<file path="src/hdl/arcade_input_pkg.sv">
`default_nettype none

package arcade_input_pkg;

	// ======================================================================
	// DB15 serial pad link
	// ======================================================================
	localparam int PAD_BITS          = 16;
	localparam int DB15_FRAME_BITS   = 32; // Player 1 bits first
	localparam int DB15_DIV_BITS     = 3;  // 8 clocks per pad bit
	localparam int DB15_SAMPLE_PHASE = (1 << (DB15_DIV_BITS - 1)) - 1; // Last low cycle

	// ======================================================================
	// Rotary dial
	// ======================================================================
	localparam int ROT_POSITIONS = 12;
	localparam int ROT_RESET_POS = 11;

	typedef enum logic [1:0] {
		ROT_NORMAL    = 2'd0,
		ROT_SLOW      = 2'd1, // Same period as normal here
		ROT_FAST      = 2'd2,
		ROT_VERY_FAST = 2'd3
	} rot_speed_t;

	// Download stream targets
	localparam int DIP_INDEX  = 254;
	localparam int GAME_INDEX = 1;
	localparam int DIP_BYTES  = 8;

	// Player word layout, active low
	localparam int PLAYER_BITS = 16;
	localparam int PW_COIN     = 0;
	localparam int PW_START    = 1;
	localparam int PW_SHOT     = 2;
	localparam int PW_MISSILE  = 3;
	localparam int PW_ROT_LSB  = 4;  // 4-bit dial field
	localparam int PW_FIXED    = 8;  // Tied high
	localparam int PW_SERVICE  = 9;
	localparam int PW_LEFT     = 10;
	localparam int PW_RIGHT    = 11;
	localparam int PW_DOWN     = 12;
	localparam int PW_UP       = 13;

	// Raw DB15 pad bits, active low
	localparam int DB_RIGHT  = 0;
	localparam int DB_LEFT   = 1;
	localparam int DB_DOWN   = 2;
	localparam int DB_UP     = 3;
	localparam int DB_A      = 4;
	localparam int DB_B      = 5;
	localparam int DB_C      = 6;
	localparam int DB_D      = 7;
	localparam int DB_START  = 10;
	localparam int DB_SELECT = 11;

	// Host joystick bits, active high
	localparam int HJ_RIGHT     = 0;
	localparam int HJ_LEFT      = 1;
	localparam int HJ_DOWN      = 2;
	localparam int HJ_UP        = 3;
	localparam int HJ_SHOT      = 4;
	localparam int HJ_MISSILE   = 5;
	localparam int HJ_START     = 6;
	localparam int HJ_COIN      = 7;
	localparam int HJ_ROT_LEFT  = 8;
	localparam int HJ_ROT_RIGHT = 9;
	localparam int HJ_SERVICE   = 10;

endpackage

`default_nettype wire

</file>
<file path="src/hdl/db15_serial_reader.sv">
`default_nettype none

module db15_serial_reader (
	input  wire                                    clk_53p6,
	input  wire                                    rst_n,
	input  wire                                    joy_data,  // Shared serial line
	output logic                                   joy_load,
	output logic                                   joy_clk,
	output logic [arcade_input_pkg::PAD_BITS-1:0]  pad_1,
	output logic [arcade_input_pkg::PAD_BITS-1:0]  pad_2
);

	// ======================================================================
	// Bit period and frame counters
	// ======================================================================
	logic [arcade_input_pkg::DB15_DIV_BITS-1:0]                    div_cnt;
	logic [arcade_input_pkg::DB15_DIV_BITS-1:0]                    div_nxt;
	logic [$clog2(arcade_input_pkg::DB15_FRAME_BITS + 1)-1:0]      bit_cnt; // 0 is load period
	logic [$clog2(arcade_input_pkg::DB15_FRAME_BITS + 1)-1:0]      bit_nxt;
	logic [arcade_input_pkg::DB15_FRAME_BITS-1:0]                  shift_q;
	logic [arcade_input_pkg::DB15_FRAME_BITS-1:0]                  shift_nxt;
	logic                                                          sample_en;
	logic                                                          frame_done;

	always_comb begin
		div_nxt = div_cnt + 1'b1; // Wraps at end of bit period
		bit_nxt = bit_cnt;
		if (&div_cnt) begin
			if (bit_cnt == arcade_input_pkg::DB15_FRAME_BITS)
				bit_nxt = '0; // Next frame starts right away
			else
				bit_nxt = bit_cnt + 1'b1;
		end
	end

	// Sample on the last cycle before joy_clk rises
	assign sample_en  = (bit_cnt != '0) &&
		(div_cnt == arcade_input_pkg::DB15_DIV_BITS'(arcade_input_pkg::DB15_SAMPLE_PHASE));
	assign frame_done = sample_en && (bit_cnt == arcade_input_pkg::DB15_FRAME_BITS);
	assign shift_nxt  = {joy_data, shift_q[arcade_input_pkg::DB15_FRAME_BITS-1:1]}; // LSB first

	always_ff @(posedge clk_53p6) begin
		if (!rst_n) begin
			div_cnt  <= '0;
			bit_cnt  <= '0;
			joy_load <= 1'b0;
			joy_clk  <= 1'b0;
			pad_1    <= '1; // Released
			pad_2    <= '1;
		end else begin
			div_cnt  <= div_nxt;
			bit_cnt  <= bit_nxt;
			// Outputs follow the counters' next state so they line up with them
			joy_load <= (bit_nxt == '0);
			joy_clk  <= (bit_nxt != '0) && div_nxt[arcade_input_pkg::DB15_DIV_BITS-1];
			if (frame_done) begin
				pad_1 <= shift_nxt[arcade_input_pkg::PAD_BITS-1:0];
				pad_2 <= shift_nxt[arcade_input_pkg::DB15_FRAME_BITS-1:arcade_input_pkg::PAD_BITS];
			end
		end
	end

	// Sample collector
	always_ff @(posedge clk_53p6) begin
		if (sample_en)
			shift_q <= shift_nxt;
	end

	// Pad shift register would see a clock during parallel load
	a_load_clk_excl: assert property (@(posedge clk_53p6) disable iff (!rst_n)
		!(joy_load && joy_clk));

endmodule

`default_nettype wire

</file>
<file path="src/hdl/control_mapper.sv">
`default_nettype none

module control_mapper (
	input  wire                                       db15_sel,  // 1 = DB15 pad
	input  wire  [arcade_input_pkg::PAD_BITS-1:0]     pad,       // Active low
	input  wire  [15:0]                               host_joy,  // Active high
	input  wire  [3:0]                                rot_pos,
	output logic                                      rot_left,
	output logic                                      rot_right,
	output logic [arcade_input_pkg::PLAYER_BITS-1:0]  player     // Active low
);

	always_comb begin
		player = '1; // Bits 15, 14 and fixed bit stay high
		player[arcade_input_pkg::PW_ROT_LSB +: 4] = rot_pos;

		if (db15_sel) begin
			// ==============================================================
			// DB15 pad, already active low
			// ==============================================================
			player[arcade_input_pkg::PW_UP]      = pad[arcade_input_pkg::DB_UP];
			player[arcade_input_pkg::PW_DOWN]    = pad[arcade_input_pkg::DB_DOWN];
			player[arcade_input_pkg::PW_LEFT]    = pad[arcade_input_pkg::DB_LEFT];
			player[arcade_input_pkg::PW_RIGHT]   = pad[arcade_input_pkg::DB_RIGHT];
			player[arcade_input_pkg::PW_SHOT]    = pad[arcade_input_pkg::DB_B];
			player[arcade_input_pkg::PW_MISSILE] = pad[arcade_input_pkg::DB_C];
			player[arcade_input_pkg::PW_START]   = pad[arcade_input_pkg::DB_START];
			player[arcade_input_pkg::PW_COIN]    = pad[arcade_input_pkg::DB_SELECT];
			// Service combo is B held with Select
			player[arcade_input_pkg::PW_SERVICE] = pad[arcade_input_pkg::DB_B] |
				pad[arcade_input_pkg::DB_SELECT];
			rot_left  = ~pad[arcade_input_pkg::DB_A];
			rot_right = ~pad[arcade_input_pkg::DB_D];
		end else begin
			// ==============================================================
			// Host joystick, invert to active low
			// ==============================================================
			player[arcade_input_pkg::PW_UP]      = ~host_joy[arcade_input_pkg::HJ_UP];
			player[arcade_input_pkg::PW_DOWN]    = ~host_joy[arcade_input_pkg::HJ_DOWN];
			player[arcade_input_pkg::PW_LEFT]    = ~host_joy[arcade_input_pkg::HJ_LEFT];
			player[arcade_input_pkg::PW_RIGHT]   = ~host_joy[arcade_input_pkg::HJ_RIGHT];
			player[arcade_input_pkg::PW_SHOT]    = ~host_joy[arcade_input_pkg::HJ_SHOT];
			player[arcade_input_pkg::PW_MISSILE] = ~host_joy[arcade_input_pkg::HJ_MISSILE];
			player[arcade_input_pkg::PW_START]   = ~host_joy[arcade_input_pkg::HJ_START];
			player[arcade_input_pkg::PW_COIN]    = ~host_joy[arcade_input_pkg::HJ_COIN];
			player[arcade_input_pkg::PW_SERVICE] = ~host_joy[arcade_input_pkg::HJ_SERVICE];
			rot_left  = host_joy[arcade_input_pkg::HJ_ROT_LEFT];  // Stays active high
			rot_right = host_joy[arcade_input_pkg::HJ_ROT_RIGHT];
		end
	end

endmodule

`default_nettype wire

</file>
<file path="src/hdl/rotary_stepper.sv">
`default_nettype none

module rotary_stepper #(
	parameter int tick_div_bits = 23 // Full tick period is 2**tick_div_bits
) (
	input  wire                            clk_53p6,
	input  wire                            rst_n,
	input  var arcade_input_pkg::rot_speed_t rot_speed,
	input  wire                            rot_left_1,
	input  wire                            rot_right_1,
	input  wire                            rot_left_2,
	input  wire                            rot_right_2,
	output logic [3:0]                     rot_pos_1,
	output logic [3:0]                     rot_pos_2
);

	logic [tick_div_bits-1:0] div_cnt; // Shared by both players
	logic                     tick;

	// One dial step, left wins over right
	function automatic logic [3:0] step_pos(input logic [3:0] pos, input logic left,
		input logic right);
		logic [3:0] nxt;
		nxt = pos;
		if (left)
			nxt = (pos == 4'(arcade_input_pkg::ROT_POSITIONS - 1)) ? 4'd0 : pos + 4'd1;
		else if (right)
			nxt = (pos == 4'd0) ? 4'(arcade_input_pkg::ROT_POSITIONS - 1) : pos - 4'd1;
		return nxt;
	endfunction

	// ======================================================================
	// Speed dependent tick decode
	// ======================================================================
	always_comb begin
		case (rot_speed)
			arcade_input_pkg::ROT_NORMAL:    tick = ~|div_cnt;
			arcade_input_pkg::ROT_SLOW:      tick = ~|div_cnt;
			arcade_input_pkg::ROT_FAST:      tick = ~|div_cnt[tick_div_bits-2:0]; // Half period
			arcade_input_pkg::ROT_VERY_FAST: tick = ~|div_cnt[tick_div_bits-3:0]; // Quarter
			default:                         tick = ~|div_cnt;
		endcase
	end

	always_ff @(posedge clk_53p6) begin
		if (!rst_n) begin
			div_cnt   <= '0; // Tick on first cycle out of reset
			rot_pos_1 <= 4'(arcade_input_pkg::ROT_RESET_POS);
			rot_pos_2 <= 4'(arcade_input_pkg::ROT_RESET_POS);
		end else begin
			div_cnt <= div_cnt + 1'b1; // Free running
			if (tick) begin
				rot_pos_1 <= step_pos(rot_pos_1, rot_left_1, rot_right_1);
				rot_pos_2 <= step_pos(rot_pos_2, rot_left_2, rot_right_2);
			end
		end
	end

	// Game decodes only 12 dial positions
	a_pos_range: assert property (@(posedge clk_53p6) disable iff (!rst_n)
		(rot_pos_1 < arcade_input_pkg::ROT_POSITIONS) &&
		(rot_pos_2 < arcade_input_pkg::ROT_POSITIONS));

endmodule

`default_nettype wire

</file>
<file path="src/hdl/dip_switch_bank.sv">
`default_nettype none

module dip_switch_bank (
	input  wire         clk_53p6,
	input  wire         rst_n,
	input  wire         dl_wr,     // One cycle per byte
	input  wire  [7:0]  dl_index,
	input  wire  [24:0] dl_addr,
	input  wire  [7:0]  dl_data,
	output logic [15:0] dsw,       // sw[1] high, sw[0] low
	output logic [7:0]  game
);

	logic [7:0] sw [arcade_input_pkg::DIP_BYTES]; // Full DIP bank as downloaded
	logic       dip_wr;
	logic       game_wr;

	assign dip_wr  = dl_wr && (dl_index == 8'(arcade_input_pkg::DIP_INDEX)) &&
		(dl_addr < 25'(arcade_input_pkg::DIP_BYTES)); // Past the bank is dropped
	assign game_wr = dl_wr && (dl_index == 8'(arcade_input_pkg::GAME_INDEX)) &&
		(dl_addr == '0);

	always_ff @(posedge clk_53p6) begin
		if (!rst_n) begin
			for (int i = 0; i < arcade_input_pkg::DIP_BYTES; i++)
				sw[i] <= '0;
			game <= '0;
		end else begin
			if (dip_wr)
				sw[dl_addr[$clog2(arcade_input_pkg::DIP_BYTES)-1:0]] <= dl_data;
			if (game_wr)
				game <= dl_data; // Selects the board variant
		end
	end

	assign dsw = {sw[1], sw[0]}; // Board reads only two banks

	// Byte 0 lands on dsw one cycle after its write
	a_dsw_low: assert property (@(posedge clk_53p6) disable iff (!rst_n)
		(dl_wr && (dl_index == 8'(arcade_input_pkg::DIP_INDEX)) && (dl_addr == '0))
		|=> (dsw[7:0] == $past(dl_data)));

endmodule

`default_nettype wire

</file>
<file path="src/hdl/arcade_input_top.sv">
`default_nettype none

module arcade_input_top #(
	parameter int tick_div_bits = 23
) (
	input  wire                                       clk_53p6,
	input  wire                                       rst_n,
	// DB15 pad link
	output logic                                      joy_load,
	output logic                                      joy_clk,
	input  wire                                       joy_data,
	// Host side controls
	input  wire  [15:0]                               host_joy_1,
	input  wire  [15:0]                               host_joy_2,
	input  wire  [1:0]                                db15_en,   // Bit per player
	input  var arcade_input_pkg::rot_speed_t          rot_speed,
	// Download stream
	input  wire                                       dl_wr,
	input  wire  [7:0]                                dl_index,
	input  wire  [24:0]                               dl_addr,
	input  wire  [7:0]                                dl_data,
	// To game board
	output logic [arcade_input_pkg::PLAYER_BITS-1:0]  player_1,
	output logic [arcade_input_pkg::PLAYER_BITS-1:0]  player_2,
	output logic [15:0]                               dsw,
	output logic [7:0]                                game
);

	logic [arcade_input_pkg::PAD_BITS-1:0] pad_1;
	logic [arcade_input_pkg::PAD_BITS-1:0] pad_2;
	logic                                  rot_left_1;
	logic                                  rot_right_1;
	logic                                  rot_left_2;
	logic                                  rot_right_2;
	logic [3:0]                            rot_pos_1;
	logic [3:0]                            rot_pos_2;

	// ======================================================================
	// Pad reader, mappers, dial and DIP bank
	// ======================================================================
	db15_serial_reader db15_serial_reader_i (
		.clk_53p6(clk_53p6), .rst_n(rst_n), .joy_data(joy_data),
		.joy_load(joy_load), .joy_clk(joy_clk), .pad_1(pad_1), .pad_2(pad_2)
	);

	control_mapper control_mapper_1_i (
		.db15_sel(db15_en[0]), .pad(pad_1), .host_joy(host_joy_1), .rot_pos(rot_pos_1),
		.rot_left(rot_left_1), .rot_right(rot_right_1), .player(player_1)
	);

	control_mapper control_mapper_2_i (
		.db15_sel(db15_en[1]), .pad(pad_2), .host_joy(host_joy_2), .rot_pos(rot_pos_2),
		.rot_left(rot_left_2), .rot_right(rot_right_2), .player(player_2)
	);

	rotary_stepper #(.tick_div_bits(tick_div_bits)) rotary_stepper_i (
		.clk_53p6(clk_53p6), .rst_n(rst_n), .rot_speed(rot_speed),
		.rot_left_1(rot_left_1), .rot_right_1(rot_right_1),
		.rot_left_2(rot_left_2), .rot_right_2(rot_right_2),
		.rot_pos_1(rot_pos_1), .rot_pos_2(rot_pos_2)
	);

	dip_switch_bank dip_switch_bank_i (
		.clk_53p6(clk_53p6), .rst_n(rst_n), .dl_wr(dl_wr), .dl_index(dl_index),
		.dl_addr(dl_addr), .dl_data(dl_data), .dsw(dsw), .game(game)
	);

endmodule

`default_nettype wire

</file>
<file path="config.mk">
export PLATFORM = sky130hd
export DESIGN_NAME = arcade_input_top
export DESIGN_NICKNAME = d
export VERILOG_FILES = /design/src/hdl/arcade_input_pkg.sv /design/src/hdl/db15_serial_reader.sv /design/src/hdl/control_mapper.sv /design/src/hdl/rotary_stepper.sv /design/src/hdl/dip_switch_bank.sv /design/src/hdl/arcade_input_top.sv
export SDC_FILE = /design/constraint.sdc
export NUM_CORES = 1
export LEC_CHECK = 0
export BUFFER_PORTS_ARGS = -buffer_cell sky130_fd_sc_hd__clkbuf_2
export CAP_MARGIN = 10
export CORE_ASPECT_RATIO = 1.2
export CORE_MARGIN = 1.5
export CORE_UTILIZATION = 40
export CTS_CLUSTER_DIAMETER = 200
export DETAILED_ROUTE_END_ITERATION = 10
export GPL_TIMING_DRIVEN = 0
export PLACE_DENSITY_LB_ADDON = 0.12
export SETUP_SLACK_MARGIN = 0.2
export SYNTH_ARGS = -nofsm -noshare
export SYNTH_HDL_FRONTEND = slang
export SYNTH_SLANG_ARGS = --single-unit
export TNS_END_PERCENT = 10
</file>
<file path="constraint.sdc">
create_clock -name clk_53p6 -period 6.7 [get_ports clk_53p6]
set_input_delay 1.34 -clock clk_53p6 [delete_from_list [all_inputs] [get_ports clk_53p6]]
set_output_delay 1.34 -clock clk_53p6 [all_outputs]
set_load 0.01 [all_outputs]
</file>
After elaboration in Yosys (flattened, before gate mapping)
Memory sizes are Yosys's and may differ from the RTL's.
Cells that the tools add are included.
Word-level totals
  register bits after elaboration: 106
  latch bits: 0
  bits in writable memories: 64
  bits in read-only memories: 0
  input port bits: 81
  output and inout port bits: 58
  word-level logic and storage cells: 106
  memories: 1
Operators by class
  add/sub/neg operators: 7
  multiply operators: 0
  div/mod/pow operators: 0
  magnitude comparators: 1
  equal/unequal tests: 9
  shift operators: 0
  multiplexer cells: 26
  bitwise operators: 24
  reduce and logical (&&, ||, !) cells: 27
Memories
  dip_switch_bank_i.sw: words 8, bits a word 8, rd ports 2, clocked after memory_dff 0, wr ports 8, line dip_switch_bank.sv:14  | logic [7:0] sw [arcade_input_pkg::DIP_BYTES];
Operators by type and width (number)
  4-bit 2-to-1 mux: 10
  25-bit logical NOT: 1
  25-bit by 4-bit less-than comparator with 1-bit output (second input constant): 1
  23-bit by 1-bit adder with 23-bit output (second input constant): 1
  23-bit OR reduction: 1
  1-bit NOT: 22
  22-bit OR reduction: 1
  21-bit OR reduction: 1
  6-bit 2-to-1 mux: 2
  6-bit nonzero test: 2
  5-bit 2-to-1 mux: 2
  1-bit 2-to-1 mux: 9
  4-bit by 1-bit adder with 4-bit output (second input constant): 2
  4-bit equality test (second input constant): 2
  8-bit by 1-bit equality test with 1-bit output (second input constant): 1
  8-bit equality test (second input constant): 1
  4-bit logical NOT: 2
  8-bit 2-to-1 mux: 1
  8-bit OR reduction: 1
  4-bit by 1-bit subtractor with 4-bit output (second input constant): 2
  1-bit logical AND: 7
  6-bit by 1-bit adder with 6-bit output (second input constant): 1
  6-bit equality test (second input constant): 1
  6-bit logical NOT: 1
  13 further kinds: 19

Logic depth before layout (Yosys ltp)
Gate-level depths: netlist of the first run.
  word-level depth: 8
  gate-level depth with buffers: 8
  gate-level depth less buffers: 6

By module
A second synthesis of the first run with hierarchy kept.
Second synthesis, totals
  cell total of the unflattened synthesis: 600
  area, all modules: 6100.9 µm²
By module, submodules not included
  db15_serial_reader: times used 1, cells an instance 237, area each 2651.3 µm², sequential area each 1791.7 µm²
  rotary_stepper: times used 1, cells an instance 206, area each 1848.0 µm², sequential area each 620.6 µm²
  dip_switch_bank: times used 1, cells an instance 93, area each 1138.6 µm², sequential area each 640.6 µm²
  control_mapper: times used 2, cells an instance 32, area each 231.5 µm², sequential area each 0.0 µm²

Worst setup path after synthesis of the first run
Ideal clock, no wire load.
  path kind: register to register
  start point: register db15_serial_reader_i.bit_cnt[0] (netlist name)
  end point: register db15_serial_reader_i.shift_q[10] (netlist name) (enable)
  setup time: 0.467 ns
  arrival: 3.162 ns
  path slack: 3.072 ns
  stages on the path, launching flop included: 5
  path buffers: 0
  clock period less this slack: 3.628 ns
  cell sequence: dfxtp_1 -> inv_1 -> ha_1 -> nor4b_2 -> a21boi_0
Between the ends
  longest elaborated chain between the ends: 2
RTL lines
  start, declared: line db15_serial_reader.sv:18  | logic [$clog2(arcade_input_pkg::DB15_FRAME_BITS + 1)-1:0] bit_cnt;
  start signal, assigned: line db15_serial_reader.sv:52  | bit_cnt <= bit_nxt;
  6-bit nonzero test: line db15_serial_reader.sv:37  | assign sample_en = (bit_cnt != '0) &&
  1-bit logical AND: line db15_serial_reader.sv:37
  via db15_serial_reader_i.sample_en: line db15_serial_reader.sv:22  | logic sample_en;
  end signal, assigned: line db15_serial_reader.sv:66  | shift_q <= shift_nxt;
  end, declared: line db15_serial_reader.sv:20  | logic [arcade_input_pkg::DB15_FRAME_BITS-1:0] shift_q;
The timed path passes the listed nets, and every way through them passes these cells.
A chain may end at the register's enable or synchronous reset.

Worst setup path after layout of the first run
  start point: input db15_en[0]
  end point: output player_1[2] (netlist name)
Between the ends
  longest elaborated chain between the ends: 1
RTL lines
  start, declared: line arcade_input_top.sv:15  | input wire [1:0] db15_en,
  4-bit 2-to-1 mux: line control_mapper.sv:17  | if (db15_sel) begin
  end, declared: line arcade_input_top.sv:23  | output logic [arcade_input_pkg::PLAYER_BITS-1:0] player_1,
Every way passes these cells.

==> results of run 1 <==
==> synth_stat cells (6+ instances only) <==
| library cell | count |
|---|---|
| nand2_1 | 41 |
| nand3_1 | 19 |
| mux2i_1 | 21 |
| inv_1 | 37 |
| and2_1 | 19 |
| ha_1 | 13 |
| o211ai_1 | 18 |
| xor2_1 | 14 |
| edfxtp_1 | 47 |
| nor4_1 | 9 |
| dfxtp_1 | 70 |
| nor2b_1 | 6 |
| a31oi_1 | 6 |
| nor2_1 | 25 |
| buf_4 | 9 |
| o21ai_0 | 14 |
| nand4_1 | 17 |
| a21oi_1 | 25 |
| buf_1 | 6 |
| clkbuf_1 | 13 |
| o31ai_1 | 13 |
| or3_1 | 8 |
==> final timing paths <==
check / slack (ps) / cells past startpoint / endpoint / from
min reg2reg: 420 / 0 / db15_serial_reader_i.shift_q[13]$_DFFE_PP_ / db15_serial_reader_i.shift_q[14]$_DFFE_PP_
min: 420 / 0 / db15_serial_reader_i.shift_q[13]$_DFFE_PP_ / db15_serial_reader_i.shift_q[14]$_DFFE_PP_
max reg2reg: 4590 / 7 / db15_serial_reader_i.pad_2[3]$_SDFFE_PN1P_ / db15_serial_reader_i.bit_cnt[0]$_SDFF_PN0_
max: 2880 / 4 / player_1[2] / db15_en[0]
==> routing by layer <==
layer / track usage, % / vias to the layer above / routed length, um
li1: - / 2237 / -
met1: 23.0 / 2116 / 5360
met2: 30.0 / 133 / 6370
met3: 4.51 / 19 / 553
met4: 8.66 / 0 / 226
met5: 0 / - / 0
==> critical path, stage by stage <==
cell and delay, ps:
clkbuf_2 170, buf_1 530, mux2i_1 270, clkbuf_2 160
==> sequential cells by signal, summed over array words and instances, names as in the netlist <==
signal / count
db15_serial_reader_i.pad_1: 10
rotary_stepper_i.rot_pos_1: 4
dip_switch_bank_i.sw: 16
db15_serial_reader_i.shift_q: 31
db15_serial_reader_i.bit_cnt: 6
rotary_stepper_i.div_cnt: 23
rotary_stepper_i.rot_pos_2: 4
db15_serial_reader_i.joy_load: 1
db15_serial_reader_i.div_cnt: 3
db15_serial_reader_i.pad_2: 10
dip_switch_bank_i.game: 8
db15_serial_reader_i.joy_clk: 1
==> cell usage in the layout (no fill, tap or decap), types with 8 or more instances in the layout <==
| cell | count |
|---|---|
| mux2i_1 | 21 |
| dfxtp_1 | 70 |
| xor2_1 | 14 |
| o21ai_0 | 14 |
| nor2_1 | 25 |
| and2_1 | 19 |
| nor4_1 | 9 |
| a21oi_1 | 25 |
| clkbuf_2 | 121 |
| clkbuf_1 | 19 |
| nand2_1 | 41 |
| or3_1 | 8 |
| o211ai_1 | 18 |
| o31ai_1 | 13 |
| clkbuf_16 | 17 |
| edfxtp_1 | 47 |
| nand4_1 | 17 |
| ha_1 | 13 |
| inv_1 | 37 |
| nand3_1 | 19 |
| buf_4 | 9 |
==> where the power goes <==
part           switching [W]  internal, W  total (W)
clock network       0.000299     0.000550   0.000849
registers         0.00000997     0.000749   0.000759
logic              0.0000695    0.0000543   0.000124
==> per-stage QoR <==
| step | instance area, um2 | hold slack [ps] | utilization (%) | worst slack, ps | cells |
|---|---|---|---|---|---|
| after global placement | 6300 | 404 | 47.4 | 2080 | 824 |
| after floorplan | 5490 | 399 | - | 3070 | 535 |
| after detailed placement | 6340 | 405 | 47.7 | 2850 | 825 |
| after CTS | 6890 | 417 | 51.8 | 2840 | 857 |
| final | 6890 | 418 | 51.8 | 2880 | 857 |
| after global routing | 6890 | 421 | 51.8 | 2770 | 857 |
==> cell type report <==
cell class                      count  area [um2]  share of cell area, %
Multi-Input combinational cell    347        2370                   34.4
Sequential cell                   117        2810                   40.8
Inverter                           37         139                   2.02
Buffer                             34         175                   2.54
Clock buffer                       24         462                   6.70
Timing Repair Buffer              122         633                   9.19
Clock inverter                      8        86.3                   1.25
Tap cell                          168         210                   3.05
==> cells by family after synthesis <==
kind of cell / Yosys count / synth area share, %
AND/OR/NAND/NOR: 184 / 19.9
AO/OA/AOI/OAI: 107 / 13.5
other: 1 / 0.0686
XOR/XNOR: 16 / 2.56
adder cells (fa/ha/maj): 13 / 2.97
buffers and inverters: 71 / 5.74
flip-flops: 117 / 51.4
multiplexers: 21 / 3.84
==> flow_metrics.env, run 1 <==
export IMPL_status="finished, final reports clean"
export IMPL_cts_tree="built"
export IMPL_ios=139
export IMPL_syn_avg_cell_area_um2=10.3
export IMPL_critPathCaptureType="output pin"
export IMPL_wire_per_inst_um=14.6
export IMPL_overflow=0
export IMPL_antenna_found_initial=0
export IMPL_path_clk_slew_ps=50
export IMPL_fp_dieW_um=110
export IMPL_cp_required_ps=5360
export IMPL_nNetsFinal=770
export IMPL_die_h_um=131
export IMPL_cp_arrival_ps=2480
export IMPL_synth_top_cell_by_area="edfxtp_1"
export IMPL_gp_congestion=0.832
export IMPL_fp_coreArea_um2=13300
export IMPL_portBuffers=121
export IMPL_cellLeakagePower_nw=2.90
export IMPL_max_slew_margin_pct=56.4
export IMPL_cts_htree_levels=4
export IMPL_synth_edf_count=47
export IMPL_hpwlAfterDp_mm=9.33
export IMPL_clock_skew_final_ps=7.53
export IMPL_post_route_period_util_pct=57.0
export IMPL_vias=4505
export IMPL_totalWireLength_mm=12.5
export IMPL_cap_violations=0
export IMPL_grt_pass1_wl_mm=20.9
export IMPL_hold_violations=0
export IMPL_track_usage_pct=18.6
export IMPL_antenna_cells=0
export IMPL_clockBufferDepth=2
export IMPL_netlist_area_um2=5470
export IMPL_crit_type="input pin to output pin"
export IMPL_rsz0062_at_grt="no"
export IMPL_cts_root_buffer="clkbuf_16"
export IMPL_cts_hold_buf=0
export IMPL_cts_resized=0
export IMPL_ant_nets=0
export IMPL_holdCritPathClass="register to register"
export IMPL_synthArstFlopShare_pct=0
export IMPL_synthTopCellsByArea="edfxtp_1, dfxtp_1, mux2i_1"
export IMPL_peakVddDrop_uv=155
export IMPL_clk_latency_ps=410
export IMPL_clkSinkCount=117
export IMPL_worst_slew_pin_slew_ps=655
export IMPL_clock_fmax_mhz=262
export IMPL_netlist_instances=530
export IMPL_finalMaxSlewViolations=0
export IMPL_cp_start_kind="input pin"
export IMPL_ys_ff_latch=117
export IMPL_synth_seq_area_share_pct=51.4
export IMPL_synth_top_cell_area_share_pct=25.8
export IMPL_design_die_area_um2=14400
export IMPL_grt_pass1_vias=4379
export IMPL_min_period_ps=3820
export IMPL_p_per_area_nw_per_um2=251
export IMPL_via_per_inst=5.26
export IMPL_grt_max_degree=17
export IMPL_synthDistinctLibCells=58
export IMPL_fp_row_count=46
export IMPL_cts_setup_buffers=0
export IMPL_dr_pass1_iters=5
export IMPL_yosysWarnings=0
export IMPL_first_iter_violations=222
export IMPL_drive_above_1_share_pct=26.4
export IMPL_n_fill_cell=1202
export IMPL_tns_ps=0
export IMPL_cp_max_fo=10
export IMPL_total_power_w=0.00173
export IMPL_initial_core_util_pct=41.1
export IMPL_area_growth_pct=26.0
export IMPL_numCtsBuffers=17
export IMPL_finalSetupViolCount=0
export IMPL_synth_ff_type="dfxtp_1"
export IMPL_drc=0
Power figures use the tool's default switching activity.
==> run 2: changes to the inputs <==
- clock period: 6.7 -> 3.5 ns (I/O delays scaled with it)
==> flow_metrics.env, run 2 (same netlist as run 1, synthesis figures left out) <==
export IMPL_status="finished, final reports clean"
export IMPL_worst_slew_pin_slew_ps=639
export IMPL_tns_ps=0
export IMPL_rr_worst_depth=7
export IMPL_crit_path_max_incr_delay_ps=520
export IMPL_seq_area_um2=2810
export IMPL_largestRegisters="db15_serial_reader_i.shift_q (31), rotary_stepper_i.div_cnt (23), dip_switch_bank_i.sw (16)"
export IMPL_crit_top_cell="clkbuf_2"
export IMPL_cts_htree_levels=4
export IMPL_cts_resized=0
export IMPL_dr_pass1_iters=4
export IMPL_vias=4434
export IMPL_antenna_found_initial=0
export IMPL_peakVddDrop_uv=409
export IMPL_nNetsFinal=770
export IMPL_dpl_instance_area_um2=6340
export IMPL_cp_arrival_ps=1810
export IMPL_crit_family="buffers and inverters"
export IMPL_crit_type="input pin to output pin"
export IMPL_grt_pass1_wl_mm=21.3
export IMPL_grt_pass1_vias=4341
export IMPL_hpwlAfterDp_mm=9.31
export IMPL_layout_common_cells="clkbuf_2, dfxtp_1, edfxtp_1"
export IMPL_critPathCaptureType="output pin"
export IMPL_cts_tree="built"
export IMPL_final_area_um2=6990
export IMPL_fp_coreArea_um2=13300
export IMPL_initial_core_util_pct=41.1
export IMPL_cap_violations=0
export IMPL_finalMaxSlewViolations=0
export IMPL_hold_depth=0
export IMPL_worstPathCellList="clkbuf_2 -> buf_1 -> mux2i_1 -> clkbuf_2"
export IMPL_clkSinkCount=117
export IMPL_design_die_area_um2=14400
export IMPL_reg2reg_slack_ps=1400
export IMPL_clockBufferDepth=2
export IMPL_path_clk_slew_ps=50
export IMPL_clock_skew_final_ps=9.41
export IMPL_cts_hold_buf=0
export IMPL_cts_root_buffer="clkbuf_16"
export IMPL_fp_row_count=46
export IMPL_n_fill_cell=1225
export IMPL_wire_per_inst_um=14.9
export IMPL_max_slew_margin_pct=57.4
export IMPL_final_common_cell="clkbuf_2"
export IMPL_ant_nets=0
export IMPL_gp_congestion=0.836
export IMPL_totalWireLength_mm=12.7
export IMPL_worstHoldStart="db15_serial_reader_i.shift_q[9]$_DFFE_PP_"
export IMPL_largest_reg_flops=31
export IMPL_track_usage_pct=18.9
export IMPL_r2r_end="db15_serial_reader_i.pad_1[1]$_SDFFE_PN1P_"
export IMPL_hold_violations=0
export IMPL_top_register="db15_serial_reader_i.shift_q"
export IMPL_finalSetupViolCount=0
export IMPL_die_h_um=131
export IMPL_critPathBufInv=3
export IMPL_cts_setup_buffers=0
export IMPL_p_per_area_nw_per_um2=509
export IMPL_portBuffers=121
export IMPL_cellLeakagePower_nw=2.96
export IMPL_drive_above_1_share_pct=27.4
export IMPL_cp_required_ps=2800
export IMPL_hold_ws_ps=416
export IMPL_antenna_cells=0
export IMPL_overflow=0
export IMPL_drc=0
export IMPL_ios=139
export IMPL_fp_dieW_um=110
export IMPL_grt_max_degree=20
export IMPL_min_period_ps=2510
export IMPL_clk_latency_ps=410
export IMPL_rsz0062_at_grt="no"
export IMPL_via_per_inst=5.17
export IMPL_multi_input_area_um2=2370
export IMPL_clock_fmax_mhz=399
export IMPL_area_growth_pct=27.7
export IMPL_holdCritPathClass="register to register"
export IMPL_cp_max_fo=10
export IMPL_cp_start_kind="input pin"
export IMPL_numCtsBuffers=17
export IMPL_post_route_period_util_pct=71.6
export IMPL_hold_path_end="db15_serial_reader_i.shift_q[8]$_DFFE_PP_"
export IMPL_first_iter_violations=169
export IMPL_crit_path_top_delay_cell="buf_1"
export IMPL_reg2reg_from="db15_serial_reader_i.bit_cnt[0]$_SDFF_PN0_"
==> run 2: cell types whose count changed in the layout (fill, tap and decap cells not counted) <==
cell and change:
bufinv_16 +2, clkbuf_1 -4, clkbuf_16 +1, clkinv_2 +2
clkinv_1 -3, clkbuf_8 +2
==> run 2: power breakdown <==
group          switching, W  leakage, nW  internal, W
Sequential        0.0000195        0.997      0.00143
Combinational      0.000133         1.64     0.000104
Clock              0.000584        0.322      0.00128
Total              0.000737         2.96      0.00282
==> run 2: how the worst max path moves through the flow <==
stage / startpoint / end / slack, ps / cells past startpoint
final: db15_en[0] / player_1[10] / 990 / 4
after global routing: db15_en[1] / player_2[9] / 880 / 5
after CTS: db15_en[0] / player_1[10] / 950 / 4
after detailed placement: dl_addr[23] / dip_switch_bank_i.sw[1][0]$_SDFFCE_PN0P_ / 720 / 5
after global placement: db15_serial_reader_i.bit_cnt[0]$_SDFF_PN0_ / db15_serial_reader_i.shift_q[31]$_DFFE_PP_ / 30 / 4
after floorplan: db15_serial_reader_i.bit_cnt[0]$_SDFF_PN0_ / db15_serial_reader_i.shift_q[10]$_DFFE_PP_ / 690 / 4
==> run 2: layout make-up <==
cell class,count,area share [%]
plain buffers,34,2.51
clock buffers,23,7.14
clock inverters,9,2.08
inverters,37,1.99
multi-input cells,347,34.0
flip-flops and latches,117,40.3
well taps,168,3.01
repair buffers,122,9.06
==> run 2: routing by layer <==
| metal | part of all wire (%) | wire (um) | GRT usage (%) | vias up |
|---|---|---|---|---|
| li1 | - | - | - | 2236 |
| met1 | 44 | 5620 | 23.7 | 2095 |
| met2 | 51 | 6550 | 30.7 | 101 |
| met3 | 4.0 | 514 | 4.22 | 2 |
| met4 | 0.49 | 62 | 8.30 | 0 |
| met5 | 0 | 0 | 0 | - |
==> run 2: metrics by stage <==
step	setup WS (ps)	cells	util (%)	total power [W]
6_report	993	857	52.6	0.00356
5_1_grt	879	857	52.6	0.00369
4_1_cts	946	857	52.6	0.00360
3_5_place_dp	722	825	47.7	0.00172
3_3_place_gp	25.4	824	47.4	0.00171
2_1_floorplan	693	535	-	0.00161
